==> config.mk <==
export PLATFORM = sky130hd
export DESIGN_NAME = usb_phy
export DESIGN_NICKNAME = d
export VERILOG_FILES = /design/src/logic/usb_phy_pkg.sv /design/src/logic/usb_phy.sv /design/src/logic/usb_phy_ctrl.sv /design/src/logic/usb_rx_deserializer.sv /design/src/logic/usb_tx_serializer.sv /design/src/logic/usb_line_monitor.sv
export VERILOG_INCLUDE_DIRS = /design/src /design/src/logic
export SDC_FILE = /design/constraint.sdc
export NUM_CORES = 1
export LEC_CHECK = 0
export ABC_CLOCK_PERIOD_IN_PS = 6000
export BUFFER_PORTS_ARGS = -buffer_cell sky130_fd_sc_hd__buf_2
export CAP_MARGIN = 20
export CORE_ASPECT_RATIO = 0.8
export CORE_MARGIN = 10
export CORE_UTILIZATION = 60
export CTS_BUF_LIST = sky130_fd_sc_hd__clkbuf_4 sky130_fd_sc_hd__clkbuf_8
export CTS_CLUSTER_SIZE = 20
export DETAILED_ROUTE_END_ITERATION = 12
export GPL_ROUTABILITY_DRIVEN = 0
export GPL_TIMING_DRIVEN = 0
export PLACE_DENSITY = 0.95
export SYNTH_ARGS = -nofsm -noshare
export SYNTH_HDL_FRONTEND = slang
export SYNTH_SLANG_ARGS = --single-unit
==> constraint.sdc <==
create_clock -name usb_clk -period 6 [get_ports usb_clk]
set_clock_uncertainty 0.05 [all_clocks]
set_input_delay 0 -clock usb_clk [delete_from_list [all_inputs] [get_ports usb_clk]]
set_output_delay 0 -clock usb_clk [all_outputs]
set_load 0.02 [all_outputs]
==> src/logic/usb_phy_macros.svh <==
// USB PHY constants.
// Full-speed bit timing, stuffing, disconnect detection and sync byte.

`ifndef USB_PHY_MACROS_SVH
`define USB_PHY_MACROS_SVH

// Clock cycles per full-speed bit at 48 MHz.
`define USB_OVERSAMPLE 4

// Consecutive ones after which a zero is stuffed.
`define USB_STUFF_LIMIT 6

// SE0 length in synchronized cycles that flags disconnect, about 2.6 us.
`define USB_DISCON_CYCLES 127

// Sync byte, sent least significant bit first.
`define USB_SYNC_BYTE 8'h80

`endif
==> src/logic/usb_phy_pkg.sv <==
// USB PHY types.
// Line samples, line drive, state machine encodings and counter widths.

`default_nettype none

`include "usb_phy_macros.svh"

package usb_phy_pkg;

	typedef logic [7:0] usb_byte_t; // One data byte.
	typedef logic [1:0] line_state_t; // Ordered {vm, vp}. SE0 is 0, J is 1, K is 2.

	// Position inside one bit time.
	typedef logic [$clog2(`USB_OVERSAMPLE)-1:0] bit_phase_t;
	typedef logic [$clog2(`USB_DISCON_CYCLES+1)-1:0] discon_cnt_t; // SE0 run length.

	// One port's synchronized receiver sample.
	typedef struct packed {
		logic rcv; // Differential receiver.
		logic vp;
		logic vm;
	} usb_line_t;

	// Serializer drive, shared by both ports.
	typedef struct packed {
		logic dp;
		logic dm;
		logic oe; // Active high here, inverted at the pads.
	} usb_drive_t;

	typedef enum logic [1:0] {tx_st_idle, tx_st_data, tx_st_eop_se0, tx_st_eop_j} tx_state_e;
	typedef enum logic [1:0] {rx_st_idle, rx_st_sync, rx_st_data, rx_st_eop} rx_state_e;

endpackage

`default_nettype wire

==> src/logic/usb_phy.sv <==
// Two-port full-speed USB PHY.
// One serializer and one deserializer shared between ports A and B.

`default_nettype none

module usb_phy (
	input  wire                         usb_clk,
	input  wire                         usb_rst,
	input  wire                         usba_rcv,
	input  wire                         usba_vp_in,
	input  wire                         usba_vm_in,
	input  wire                         usbb_rcv,
	input  wire                         usbb_vp_in,
	input  wire                         usbb_vm_in,
	input  wire                         port_sel_rx,
	input  wire [1:0]                   port_sel_tx,
	input  wire usb_phy_pkg::usb_byte_t tx_data,
	input  wire                         tx_valid,
	input  wire [1:0]                   generate_reset,
	input  wire                         generate_eop,
	output logic                        usba_vp_out,
	output logic                        usba_vm_out,
	output logic                        usba_oe_n,
	output logic                        usbb_vp_out,
	output logic                        usbb_vm_out,
	output logic                        usbb_oe_n,
	output logic                        usba_discon,
	output logic                        usbb_discon,
	output usb_phy_pkg::line_state_t    line_state_a,
	output usb_phy_pkg::line_state_t    line_state_b,
	output logic                        tx_ready,
	output logic                        tx_busy,
	output usb_phy_pkg::usb_byte_t      rx_data,
	output logic                        rx_valid,
	output logic                        rx_active
);

	import usb_phy_pkg::*;

	usb_line_t  line_a; // Synchronized port samples.
	usb_line_t  line_b;
	usb_line_t  rx_line; // Selected receive port.
	usb_drive_t tx_drive;
	logic       rx_block;

	usb_line_monitor monitor_a (.usb_clk, .usb_rst, .rcv(usba_rcv), .vp(usba_vp_in),
		.vm(usba_vm_in), .line(line_a), .line_state(line_state_a), .discon(usba_discon));

	usb_line_monitor monitor_b (.usb_clk, .usb_rst, .rcv(usbb_rcv), .vp(usbb_vp_in),
		.vm(usbb_vm_in), .line(line_b), .line_state(line_state_b), .discon(usbb_discon));

	usb_tx_serializer tx_serializer (.usb_clk, .usb_rst, .tx_data, .tx_valid,
		.generate_eop, .tx_ready, .tx_drive);

	usb_rx_deserializer rx_deserializer (.usb_clk, .usb_rst, .rx_line, .rx_block,
		.rx_data, .rx_valid, .rx_active);

	usb_phy_ctrl ctrl (.usb_clk, .usb_rst, .port_sel_rx, .port_sel_tx, .generate_reset,
		.tx_valid, .generate_eop, .tx_drive, .line_a, .line_b, .rx_line, .rx_block,
		.tx_busy, .usba_vp_out, .usba_vm_out, .usba_oe_n, .usbb_vp_out, .usbb_vm_out,
		.usbb_oe_n);

endmodule

`default_nettype wire

==> src/logic/usb_phy_ctrl.sv <==
// USB PHY control.
// Routes the serializer drive to the selected ports, forces SE0 for bus reset,
// picks the receive port, blanks reception during own transmit, tracks busy.

`default_nettype none

module usb_phy_ctrl (
	input  wire                     usb_clk,
	input  wire                     usb_rst,
	input  wire                     port_sel_rx,
	input  wire [1:0]               port_sel_tx,
	input  wire [1:0]               generate_reset,
	input  wire                     tx_valid,
	input  wire                     generate_eop,
	input  wire usb_phy_pkg::usb_drive_t tx_drive,
	input  wire usb_phy_pkg::usb_line_t  line_a,
	input  wire usb_phy_pkg::usb_line_t  line_b,
	output usb_phy_pkg::usb_line_t  rx_line,
	output logic                    rx_block,
	output logic                    tx_busy,
	output logic                    usba_vp_out,
	output logic                    usba_vm_out,
	output logic                    usba_oe_n,
	output logic                    usbb_vp_out,
	output logic                    usbb_vm_out,
	output logic                    usbb_oe_n
);

	logic [1:0] port_en; // Bit 0 is port A, bit 1 is port B.
	logic       oe_d1; // First stage of the blanking delay.

	assign rx_line = port_sel_rx ? line_b : line_a; // Receive port select.

	// A port drives when selected for transmit or held in bus reset.
	assign port_en = ({2{tx_drive.oe}} & port_sel_tx) | generate_reset;

	// Bus reset overrides the data with SE0.
	assign usba_oe_n   = ~port_en[0];
	assign usba_vp_out = tx_drive.dp & ~generate_reset[0];
	assign usba_vm_out = tx_drive.dm & ~generate_reset[0];
	assign usbb_oe_n   = ~port_en[1];
	assign usbb_vp_out = tx_drive.dp & ~generate_reset[1];
	assign usbb_vm_out = tx_drive.dm & ~generate_reset[1];

	// Our own packet loops back through the pads and the two-stage
	// synchronizer, so the blanking follows oe by the same two cycles.
	always_ff @(posedge usb_clk) begin
		if (usb_rst) begin
			oe_d1    <= 1'b0;
			rx_block <= 1'b0;
			tx_busy  <= 1'b0;
		end else begin
			oe_d1    <= tx_drive.oe;
			rx_block <= oe_d1;
			if (generate_eop | tx_valid)
				tx_busy <= 1'b1; // Request seen.
			else if (oe_d1 & ~tx_drive.oe)
				tx_busy <= 1'b0; // Cycle after oe fell.
		end
	end

endmodule

`default_nettype wire

==> src/logic/usb_rx_deserializer.sv <==
// USB receive deserializer.
// Recovers bit timing from 4x oversampling, finds sync, undoes NRZI and
// bit stuffing, and assembles bytes while rx_active is high.

`default_nettype none

`include "usb_phy_macros.svh"

module usb_rx_deserializer (
	input  wire                        usb_clk,
	input  wire                        usb_rst,
	input  wire usb_phy_pkg::usb_line_t rx_line,
	input  wire                        rx_block,
	output usb_phy_pkg::usb_byte_t     rx_data,
	output logic                       rx_valid,
	output logic                       rx_active
);

	import usb_phy_pkg::*;

	localparam bit_phase_t mid_phase  = bit_phase_t'(`USB_OVERSAMPLE / 2);
	localparam bit_phase_t last_phase = bit_phase_t'(`USB_OVERSAMPLE - 1);

	rx_state_e  state;
	bit_phase_t phase; // Cycles since the last edge, modulo one bit.
	logic       rcv_d; // Previous rcv, for edge detection.
	logic       last_rcv; // Level of the previous sampled bit.
	usb_byte_t  shreg; // Newest bit enters at the top.
	usb_byte_t  shreg_next;
	logic [2:0] bit_cnt;
	logic [2:0] ones; // Run of decoded ones.
	logic       se0;
	logic       sample;
	logic       rx_bit;
	logic       stuffed;
	logic       byte_done;

	assign se0        = ~rx_line.vp & ~rx_line.vm;
	assign sample     = (phase == mid_phase); // Middle of the bit.
	assign rx_bit     = (rx_line.rcv == last_rcv); // No change decodes as one.
	assign shreg_next = {rx_bit, shreg[7:1]};
	assign stuffed    = (ones == 3'(`USB_STUFF_LIMIT)); // This bit gets dropped.
	assign byte_done  = sample & ~rx_block & (state == rx_st_data) & ~se0 & ~stuffed
		& (bit_cnt == 3'd7);
	assign rx_active  = (state == rx_st_data);

	always_ff @(posedge usb_clk) begin
		rcv_d <= rx_line.rcv;
	end

	always_ff @(posedge usb_clk) begin
		if (usb_rst) begin
			state    <= rx_st_idle;
			phase    <= '0;
			last_rcv <= 1'b1;
			bit_cnt  <= '0;
			ones     <= '0;
			rx_valid <= 1'b0;
		end else begin
			rx_valid <= byte_done;
			// Every edge re-aligns the phase.
			if (rx_line.rcv != rcv_d)
				phase <= bit_phase_t'(1);
			else if (phase == last_phase)
				phase <= '0;
			else
				phase <= phase + 1'b1;

			if (rx_block) begin
				state    <= rx_st_idle; // Our own packet is on the line.
				last_rcv <= 1'b1;
			end else begin
				case (state)
					rx_st_idle: begin
						if (sample) begin
							last_rcv <= rx_line.rcv;
							if (!se0 && !rx_line.rcv)
								state <= rx_st_sync; // First K after idle.
						end
					end
					rx_st_sync: begin
						if (sample) begin
							last_rcv <= rx_line.rcv;
							if (se0)
								state <= rx_st_idle;
							else if (rx_bit) begin
								// The only one in sync is its final K K.
								if (shreg_next == `USB_SYNC_BYTE) begin
									state   <= rx_st_data;
									bit_cnt <= '0;
									ones    <= 3'd1;
								end else
									state <= rx_st_idle;
							end
						end
					end
					rx_st_data: begin
						if (sample) begin
							last_rcv <= rx_line.rcv;
							if (se0)
								state <= rx_st_eop;
							else if (stuffed)
								ones <= '0;
							else begin
								ones    <= rx_bit ? ones + 3'd1 : '0;
								bit_cnt <= bit_cnt + 3'd1;
							end
						end
					end
					default: begin
						if (!se0)
							state <= rx_st_idle; // Back to J.
					end
				endcase
			end
		end
	end

	// Payload. The K that leaves idle counts as the first zero of sync.
	always_ff @(posedge usb_clk) begin
		if (sample) begin
			if (state == rx_st_idle)
				shreg <= 8'h7f;
			else if (state == rx_st_sync || (state == rx_st_data && !stuffed))
				shreg <= shreg_next;
		end
		if (byte_done)
			rx_data <= shreg_next;
	end

endmodule

`default_nettype wire

==> src/logic/usb_tx_serializer.sv <==
// USB transmit serializer.
// Shifts bytes out LSB first with bit stuffing and NRZI, closes each packet
// with EOP, and sends a lone EOP on request for keep-alive.

`default_nettype none

`include "usb_phy_macros.svh"

module usb_tx_serializer (
	input  wire                        usb_clk,
	input  wire                        usb_rst,
	input  wire usb_phy_pkg::usb_byte_t tx_data,
	input  wire                        tx_valid,
	input  wire                        generate_eop,
	output logic                       tx_ready,
	output usb_phy_pkg::usb_drive_t    tx_drive
);

	import usb_phy_pkg::*;

	localparam bit_phase_t last_phase = bit_phase_t'(`USB_OVERSAMPLE - 1);

	tx_state_e  state;
	bit_phase_t phase; // Cycle within the current bit.
	usb_byte_t  shreg; // Bit 0 is the bit on the line.
	logic [2:0] bit_idx; // Data bit index, or EOP SE0 bit count.
	logic [2:0] ones; // Run of ones sent so far.
	logic       level; // NRZI line level, 1 is J.
	logic       bit_end;
	logic       stuff;
	logic       byte_end;
	logic       next_bit;

	assign bit_end  = (phase == last_phase);
	assign stuff    = (ones == 3'(`USB_STUFF_LIMIT)); // Next bit is a stuffed zero.
	assign byte_end = bit_end & ~stuff & (bit_idx == 3'd7);
	assign next_bit = byte_end ? tx_data[0] : shreg[1];

	// Load strobe, also the acknowledge to the host.
	assign tx_ready = tx_valid & ((state == tx_st_idle) | ((state == tx_st_data) & byte_end));

	always_ff @(posedge usb_clk) begin
		if (usb_rst) begin
			state   <= tx_st_idle;
			phase   <= '0;
			bit_idx <= '0;
			ones    <= '0;
			level   <= 1'b1;
		end else begin
			phase <= (state == tx_st_idle || bit_end) ? '0 : phase + 1'b1;
			case (state)
				tx_st_idle: begin
					if (tx_ready) begin
						// Packet starts from J, so a one stays J and a zero goes K.
						state   <= tx_st_data;
						level   <= tx_data[0];
						ones    <= {2'b00, tx_data[0]};
						bit_idx <= '0;
					end else if (generate_eop) begin
						state   <= tx_st_eop_se0; // Keep-alive.
						bit_idx <= '0;
					end
				end
				tx_st_data: begin
					if (bit_end) begin
						if (stuff) begin
							level <= ~level;
							ones  <= '0;
						end else if (byte_end && !tx_valid) begin
							state   <= tx_st_eop_se0; // Host ran dry.
							bit_idx <= '0;
						end else begin
							level   <= next_bit ? level : ~level; // Zero toggles.
							ones    <= next_bit ? ones + 3'd1 : '0;
							bit_idx <= bit_idx + 3'd1; // Wraps to 0 on a new byte.
						end
					end
				end
				tx_st_eop_se0: begin
					if (bit_end) begin
						if (bit_idx[0])
							state <= tx_st_eop_j; // Two SE0 bits done.
						bit_idx <= bit_idx + 3'd1;
					end
				end
				default: begin
					if (bit_end)
						state <= tx_st_idle;
				end
			endcase
		end
	end

	// Payload shifter.
	always_ff @(posedge usb_clk) begin
		if (tx_ready)
			shreg <= tx_data;
		else if (state == tx_st_data && bit_end && !stuff)
			shreg <= shreg >> 1;
	end

	always_comb begin
		tx_drive.oe = (state != tx_st_idle);
		tx_drive.dp = 1'b1; // J unless told otherwise.
		tx_drive.dm = 1'b0;
		case (state)
			tx_st_data: begin
				tx_drive.dp = level;
				tx_drive.dm = ~level;
			end
			tx_st_eop_se0: begin
				tx_drive.dp = 1'b0;
				tx_drive.dm = 1'b0;
			end
			default: ;
		endcase
	end

endmodule

`default_nettype wire

==> src/logic/usb_line_monitor.sv <==
// USB line monitor.
// Synchronizes one port's receiver inputs and flags disconnect on long SE0.

`default_nettype none

`include "usb_phy_macros.svh"

module usb_line_monitor (
	input  wire                       usb_clk,
	input  wire                       usb_rst,
	input  wire                       rcv,
	input  wire                       vp,
	input  wire                       vm,
	output usb_phy_pkg::usb_line_t    line,
	output usb_phy_pkg::line_state_t  line_state,
	output logic                      discon
);

	import usb_phy_pkg::*;

	usb_line_t   line_meta; // First synchronizer stage.
	discon_cnt_t se0_cnt; // Consecutive SE0 cycles.

	// Two flops on the asynchronous pad inputs.
	always_ff @(posedge usb_clk) begin
		line_meta <= '{rcv: rcv, vp: vp, vm: vm};
		line      <= line_meta;
	end

	assign line_state = {line.vm, line.vp};

	assign discon = (se0_cnt == discon_cnt_t'(`USB_DISCON_CYCLES)); // Counter saturated.

	// Any non-SE0 state restarts the count.
	always_ff @(posedge usb_clk) begin
		if (usb_rst)
			se0_cnt <= '0;
		else if (line_state != 2'b00)
			se0_cnt <= '0;
		else if (!discon)
			se0_cnt <= se0_cnt + 1'b1;
	end

endmodule

`default_nettype wire

==> Yosys cells after proc, flatten, opt, wreduce, memory -nomap -nowiden <==
Cells that the tools add are included.
{ "classes": {"addsub": 8, "eq_ne": 37, "muxes": 65, "n_bitwise": 31, "n_reduce_logical": 39} }
{ "op_table": {"columns": ["cell", "count"], "rows": [
  ["3-bit two-way mux", 27],
  ["2-bit two-way mux", 17],
  ["8-bit two-way mux", 3],
  ["2-bit by 1-bit != test with 1-bit output (second input constant)", 11],
  ["3-bit case mux with 2 select lines", 3],
  ["2-bit nonzero test", 9],
  ["1-bit bitwise AND", 15],
  ["7-bit by 1-bit adder with 7-bit output (second input constant)", 2],
  ["7-bit == test (second input constant)", 2],
  ["7-bit AND reduction", 2],
  ["3-bit by 1-bit adder with 3-bit output (second input constant)", 4],
  ["3-bit == test (second input constant)", 4],
  ["1-bit NOT", 12],
  ["2-bit case mux with 3 select lines", 2],
  ["2-bit == test (second input constant)", 5],
  ["1-bit two-way mux", 10],
  ["2-bit != test (second input constant)", 5],
  ["5-bit AND reduction", 2],
  ["3-bit case mux with 3 select lines", 1],
  ["9-bit AND reduction", 1],
  ["8-bit == test (second input constant)", 1],
  ["8-bit AND reduction", 1],
  ["2-bit OR reduction", 4],
  ["3-bit by 2-bit != test with 1-bit output (second input constant)", 2],
  ["other kinds (20)", 35]
]} }
{ "totals": {"reg_bits": 77, "word_cells": 213} }

==> Logic depth before layout (Yosys ltp) <==
{ "depth": {"ltp_word": 10, "depth_mapped": 8} }

==> Hierarchy <==
A second synthesis with hierarchy kept.
{ "hier_totals": {"hier_cells": 314, "hier_area_um2": 3412.0} }
{ "by_module_without_submodules": {"columns": ["mod", "instances", "cells_per_inst", "area_per_inst_um2", "seq_area_each_um2"], "rows": [
  ["usb_rx_deserializer", 1, 106, 1233.7, 710.7],
  ["usb_tx_serializer", 1, 104, 1103.6, 430.4],
  ["usb_line_monitor", 2, 43, 455.4, 260.2],
  ["usb_phy_ctrl", 1, 18, 163.9, 60.1]
]} }

==> Least setup slack after synthesis <==
OpenSTA, ideal clock, no wires.
{ "synth_path": {"kind": "flip-flop to flip-flop", "start": "register rx_deserializer.state[0]", "end": "register rx_deserializer.rx_data[0] (enable)", "setup_ps": 400, "arrival_time_ps": 1983, "t_required_ps": 5550, "slack_ps": 3567, "stages_incl_launch_ff": 5, "path_cell_list": "dfxtp_1 > inv_1 > ha_1 > nand2_1 > nor4b_1"} }
{ "synth_via": {"elab_chain_cells": 5} }
{ "synth_lines": {"columns": ["element", "line_no", "source"], "rows": [
  ["start, declared", "usb_rx_deserializer.sv:24", "rx_state_e state;"],
  ["start signal, assigned", "usb_rx_deserializer.sv:53", "state <= rx_st_idle;"],
  ["start signal, assigned", "usb_rx_deserializer.sv:70", "state <= rx_st_idle;"],
  ["start signal, assigned", "usb_rx_deserializer.sv:78", "state <= rx_st_sync;"],
  ["2-bit == test", null, null],
  ["net rx_active", "usb_phy.sv:35", "output logic rx_active"],
  ["1-bit bitwise AND (3 in a row)", "usb_rx_deserializer.sv:43", "assign byte_done = sample & ~rx_block & (state == rx_st_data) & ~se0 & ~stuffed"],
  ["1-bit bitwise AND", "usb_rx_deserializer.sv:44", "& (bit_cnt == 3'd7);"],
  ["net rx_deserializer.byte_done", "usb_rx_deserializer.sv:36", "logic byte_done;"],
  ["end signal, assigned", "usb_rx_deserializer.sv:128", "rx_data <= shreg_next;"],
  ["end, declared", "usb_rx_deserializer.sv:14", "output usb_phy_pkg::usb_byte_t rx_data,"]
]} }
The timed path passes the listed nets, and every way through them passes these cells.
A chain may end at the register's enable or synchronous reset.

==> Worst setup path in the final report <==
{ "layout_path": {"start": "register tx_serializer.phase[0]", "end": "register tx_serializer.shreg[5] (data pin)"} }
{ "layout_via": {"elab_chain_cells": 7} }
{ "layout_lines": {"columns": ["element", "line_no", "source"], "rows": [
  ["start, declared", "usb_tx_serializer.sv:24", "bit_phase_t phase;"],
  ["start signal, assigned", "usb_tx_serializer.sv:50", "phase <= (state == tx_st_idle || bit_end) ? '0 : phase + 1'b1;"],
  ["2-bit == test", "usb_tx_serializer.sv:34", "assign bit_end = (phase == last_phase);"],
  ["1-bit bitwise AND (2 in a row)", "usb_tx_serializer.sv:36", "assign byte_end = bit_end & ~stuff & (bit_idx == 3'd7);"],
  ["1-bit bitwise AND", "usb_tx_serializer.sv:40", "assign tx_ready = tx_valid & ((state == tx_st_idle) | ((state == tx_st_data) & byte_end));"],
  ["1-bit OR", "usb_tx_serializer.sv:40", null],
  ["1-bit bitwise AND", "usb_tx_serializer.sv:40", null],
  ["8-bit two-way mux", "usb_tx_serializer.sv:96", "if (tx_ready)"],
  ["end signal, assigned", "usb_tx_serializer.sv:97", "shreg <= tx_data;"],
  ["end signal, assigned", "usb_tx_serializer.sv:99", "shreg <= shreg >> 1;"],
  ["end, declared", "usb_tx_serializer.sv:25", "usb_byte_t shreg;"]
]} }
Every way passes these cells.

==> impl_metrics.ini <==
[pwr]
leakage_nw = 1.73
p_per_area_nw_per_um2 = 331
vdd_drop_max_uv = 229
power_mw = 1.36

[cts]
clk_latency_ps = 360
htree_levels = 3
cts-hold-fix-buffers = 18
numCtsBuffers = 9
postCtsSetupRepairBufs = 0
clock-sinks = 75
cts_buffer_depth = 2
root_buffer = clkbuf_8
path_clk_slew_ps = 80
postCtsResizedCells = 0
cts_tree = yes

[detailed_routing]
ant_nets = 0
vias_per_cell = 5.55
wire_per_inst_um = 15.8
drc_errors = 0
num_vias = 2619
wirelength_mm = 7.46
firstDrtPassIters = 5
drt_iter0_drc = 234

[setup_path]
crit_required_ps = 6060
reg2regPathDepth = 5
path_cells = ha_1 > a21boi_1 > nand3_1 > a21oi_2 > mux2_2
crit_path_max_incr_delay_ps = 450
r2r_start = tx_serializer.phase[0]
worstSetupPathType = reg2reg
crit_arrival_ps = 2440
end_kind = register
r2r_slack_ps = 3630
critical_path_peak_fanout = 9
cp_slowest_cell = a21oi_2
setup.worst_path.start_class = register
critPathLaunch = tx_serializer.phase[0]
path_buf_inv = 0
crit_family = compound AO/OA/AOI/OAI gates
r2r_end = tx_serializer.shreg[5]

[grt]
grt_max_degree = 13
grt_pass1_wl_mm = 12.3
grt_pass1_vias = 2639
grt_overflow = 0
grt_usage_pct = 16.8
grt_antenna_before_repair = 1

[cells_and_area]
syn2layout_area_growth_pct = 22.8
design_area_um2 = 4110
nets = 432
multi_input_area_um2 = 1480
drive_gt1_share_pct = 24.7
register_area_um2 = 1720
fillers = 336
fin_cells = 472

[run]
cap_violations = 0

[sta]
grt_setup_unrepaired = false
fmaxAchievable_mhz = 422
fin_crit_ps = 2370
min_period_over_period_pct = 39.5
setup_viol = 0
slew_headroom_pct = 30.8
hold_ws_ps = 204
worst_slew_pin_slew_ps = 1030
tns_ps = 0
hold_viol_final = 0
slew_viol_final = 0

[synthesis]
yosysTopAreaCell = dfxtp_1
syn_area_um2 = 3350
synthCells = 313
synth_top_area_share_pct = 31.7
synth_fp_nets = 357
async_flop_share_pct = 0
ys.flop_type = dfxtp_1
synth_common_cells = dfxtp_1 (53), nor2_1 (35), edfxtp_1 (22), inv_1 (22), ha_1 (21)
synth_most_common_cell = dfxtp_1
syn_avg_cell_area_um2 = 10.7
synth_edf_count = 22
ys_top_cells_by_area = dfxtp_1 (32%), edfxtp_1 (20%), ha_1 (7.9%)
yosys_warnings = 0
synth_seq_area_share_pct = 51.4
yosys.cell_types.count = 61
ys_ff_latch = 75

[placement]
io_buffers = 46
dpl.hpwl_mm = 5.00
dpl_cell_area_um2 = 3680
place_inst = 437

[die]
die_area_um2 = 8980
core_area_um2 = 5440
die_height_um = 86.8
io-pin-count = 47
fp.dieW_um = 104
start_util_pct = 61.6
rows = 24

[worst_hold_path]
hold_end = tx_serializer.state[1]
hold_path_depth = 5
worst_hold_startpoint = tx_valid
hp-class = in2reg

[outcome]
status = completed
## layer usage
layer	part of all wire, %	vias up	track usage (%)	routed length, um
met2	50	93	28.6	3700
li1	-	1270	-	-
met4	2.5	0	10.1	190
met5	0	-	0	0
met3	6.8	18	5.86	505
met1	41	1238	18.0	3070
## registers in the layout, summed over array words and instances, names as in the netlist, 2 cells and up
signal	cells
monitor_b.line	3
monitor_a.line	3
monitor_b.se0_cnt	7
rx_deserializer.bit_cnt	3
tx_serializer.bit_idx	3
monitor_a.se0_cnt	7
monitor_a.line_meta	3
rx_deserializer.shreg	7
rx_deserializer.phase	2
tx_serializer.ones	3
rx_deserializer.ones	3
tx_serializer.state	2
tx_serializer.shreg	7
tx_serializer.phase	2
monitor_b.line_meta	3
rx_deserializer.state	2
rx_deserializer.rx_data	8
## power breakdown
group          total (mW)  switching (mW)  internal [mW]
Clock               0.469           0.178          0.291
Sequential          0.604          0.0276          0.576
Combinational       0.288           0.169          0.120
## through the flow
step | util [%] | setup slack, ps
after global routing | 75.6 | 3470
after floorplan | - | 3570
after global placement | 67.6 | 3320
after CTS | 75.6 | 3640
after detailed placement | 67.7 | 3730
final | 75.6 | 3630
## cells in the final DEF, fill, tap and decap left out, types with 4 or more instances in the layout
| cell | instances |
|---|---|
| buf_4 | 4 |
| dfxtp_1 | 53 |
| nand2_1 | 20 |
| edfxtp_1 | 22 |
| dlygate4sd3_1 | 18 |
| or2_2 | 7 |
| and2_1 | 4 |
| nor2_1 | 35 |
| a21oi_1 | 14 |
| or3_1 | 4 |
| xor2_1 | 5 |
| mux2_2 | 7 |
| inv_1 | 22 |
| nand4_1 | 5 |
| mux2i_1 | 4 |
| o21ai_0 | 5 |
| clkbuf_8 | 9 |
| and3_1 | 4 |
| a31oi_1 | 5 |
| ha_1 | 21 |
| nand3_1 | 7 |
| buf_2 | 48 |
## layout make-up
cell class              instances  area share, %
well taps                      78           2.38
repair buffers                 64           9.99
diodes                          1         0.0609
plain buffers                  10           1.71
inverters                      22           2.01
clock inverters                 4           2.41
clock buffers                  12           3.56
multi-input cells             206           36.0
flip-flops and latches         75           41.9
## cell families after synthesis
kind of cell / after synthesis / share of synthesized area (%)
AOI/OAI and AO/OA: 61 / 14.0
DFF: 75 / 51.4
buffers and inverters: 32 / 4.56
adders and majority gates: 21 / 7.85
xor gates and xnor gates: 9 / 2.58
muxes: 12 / 4.22
and+or+nand+nor: 103 / 15.4
## worst reg2reg max path, cell delays in order (launching register included)
cell,delay (ps)
dfxtp_1,350
ha_1,250
a21boi_1,430
nand3_1,190
a21oi_2,450
mux2_2,410
## how the worst max path moves through the flow
stage | endpoint | slack (ps) | cells after the start
final | tx_serializer.shreg[5] | 3630 | 5
after global routing | tx_serializer.shreg[1] | 3470 | 5
after CTS | tx_serializer.shreg[1] | 3640 | 6
after detailed placement | tx_serializer.shreg[5] | 3730 | 6
after global placement | rx_deserializer.rx_data[7] | 3320 | 4
after floorplan | rx_deserializer.rx_data[0] | 3570 | 4
No activity file was read; power rests on OpenSTA's default activity.
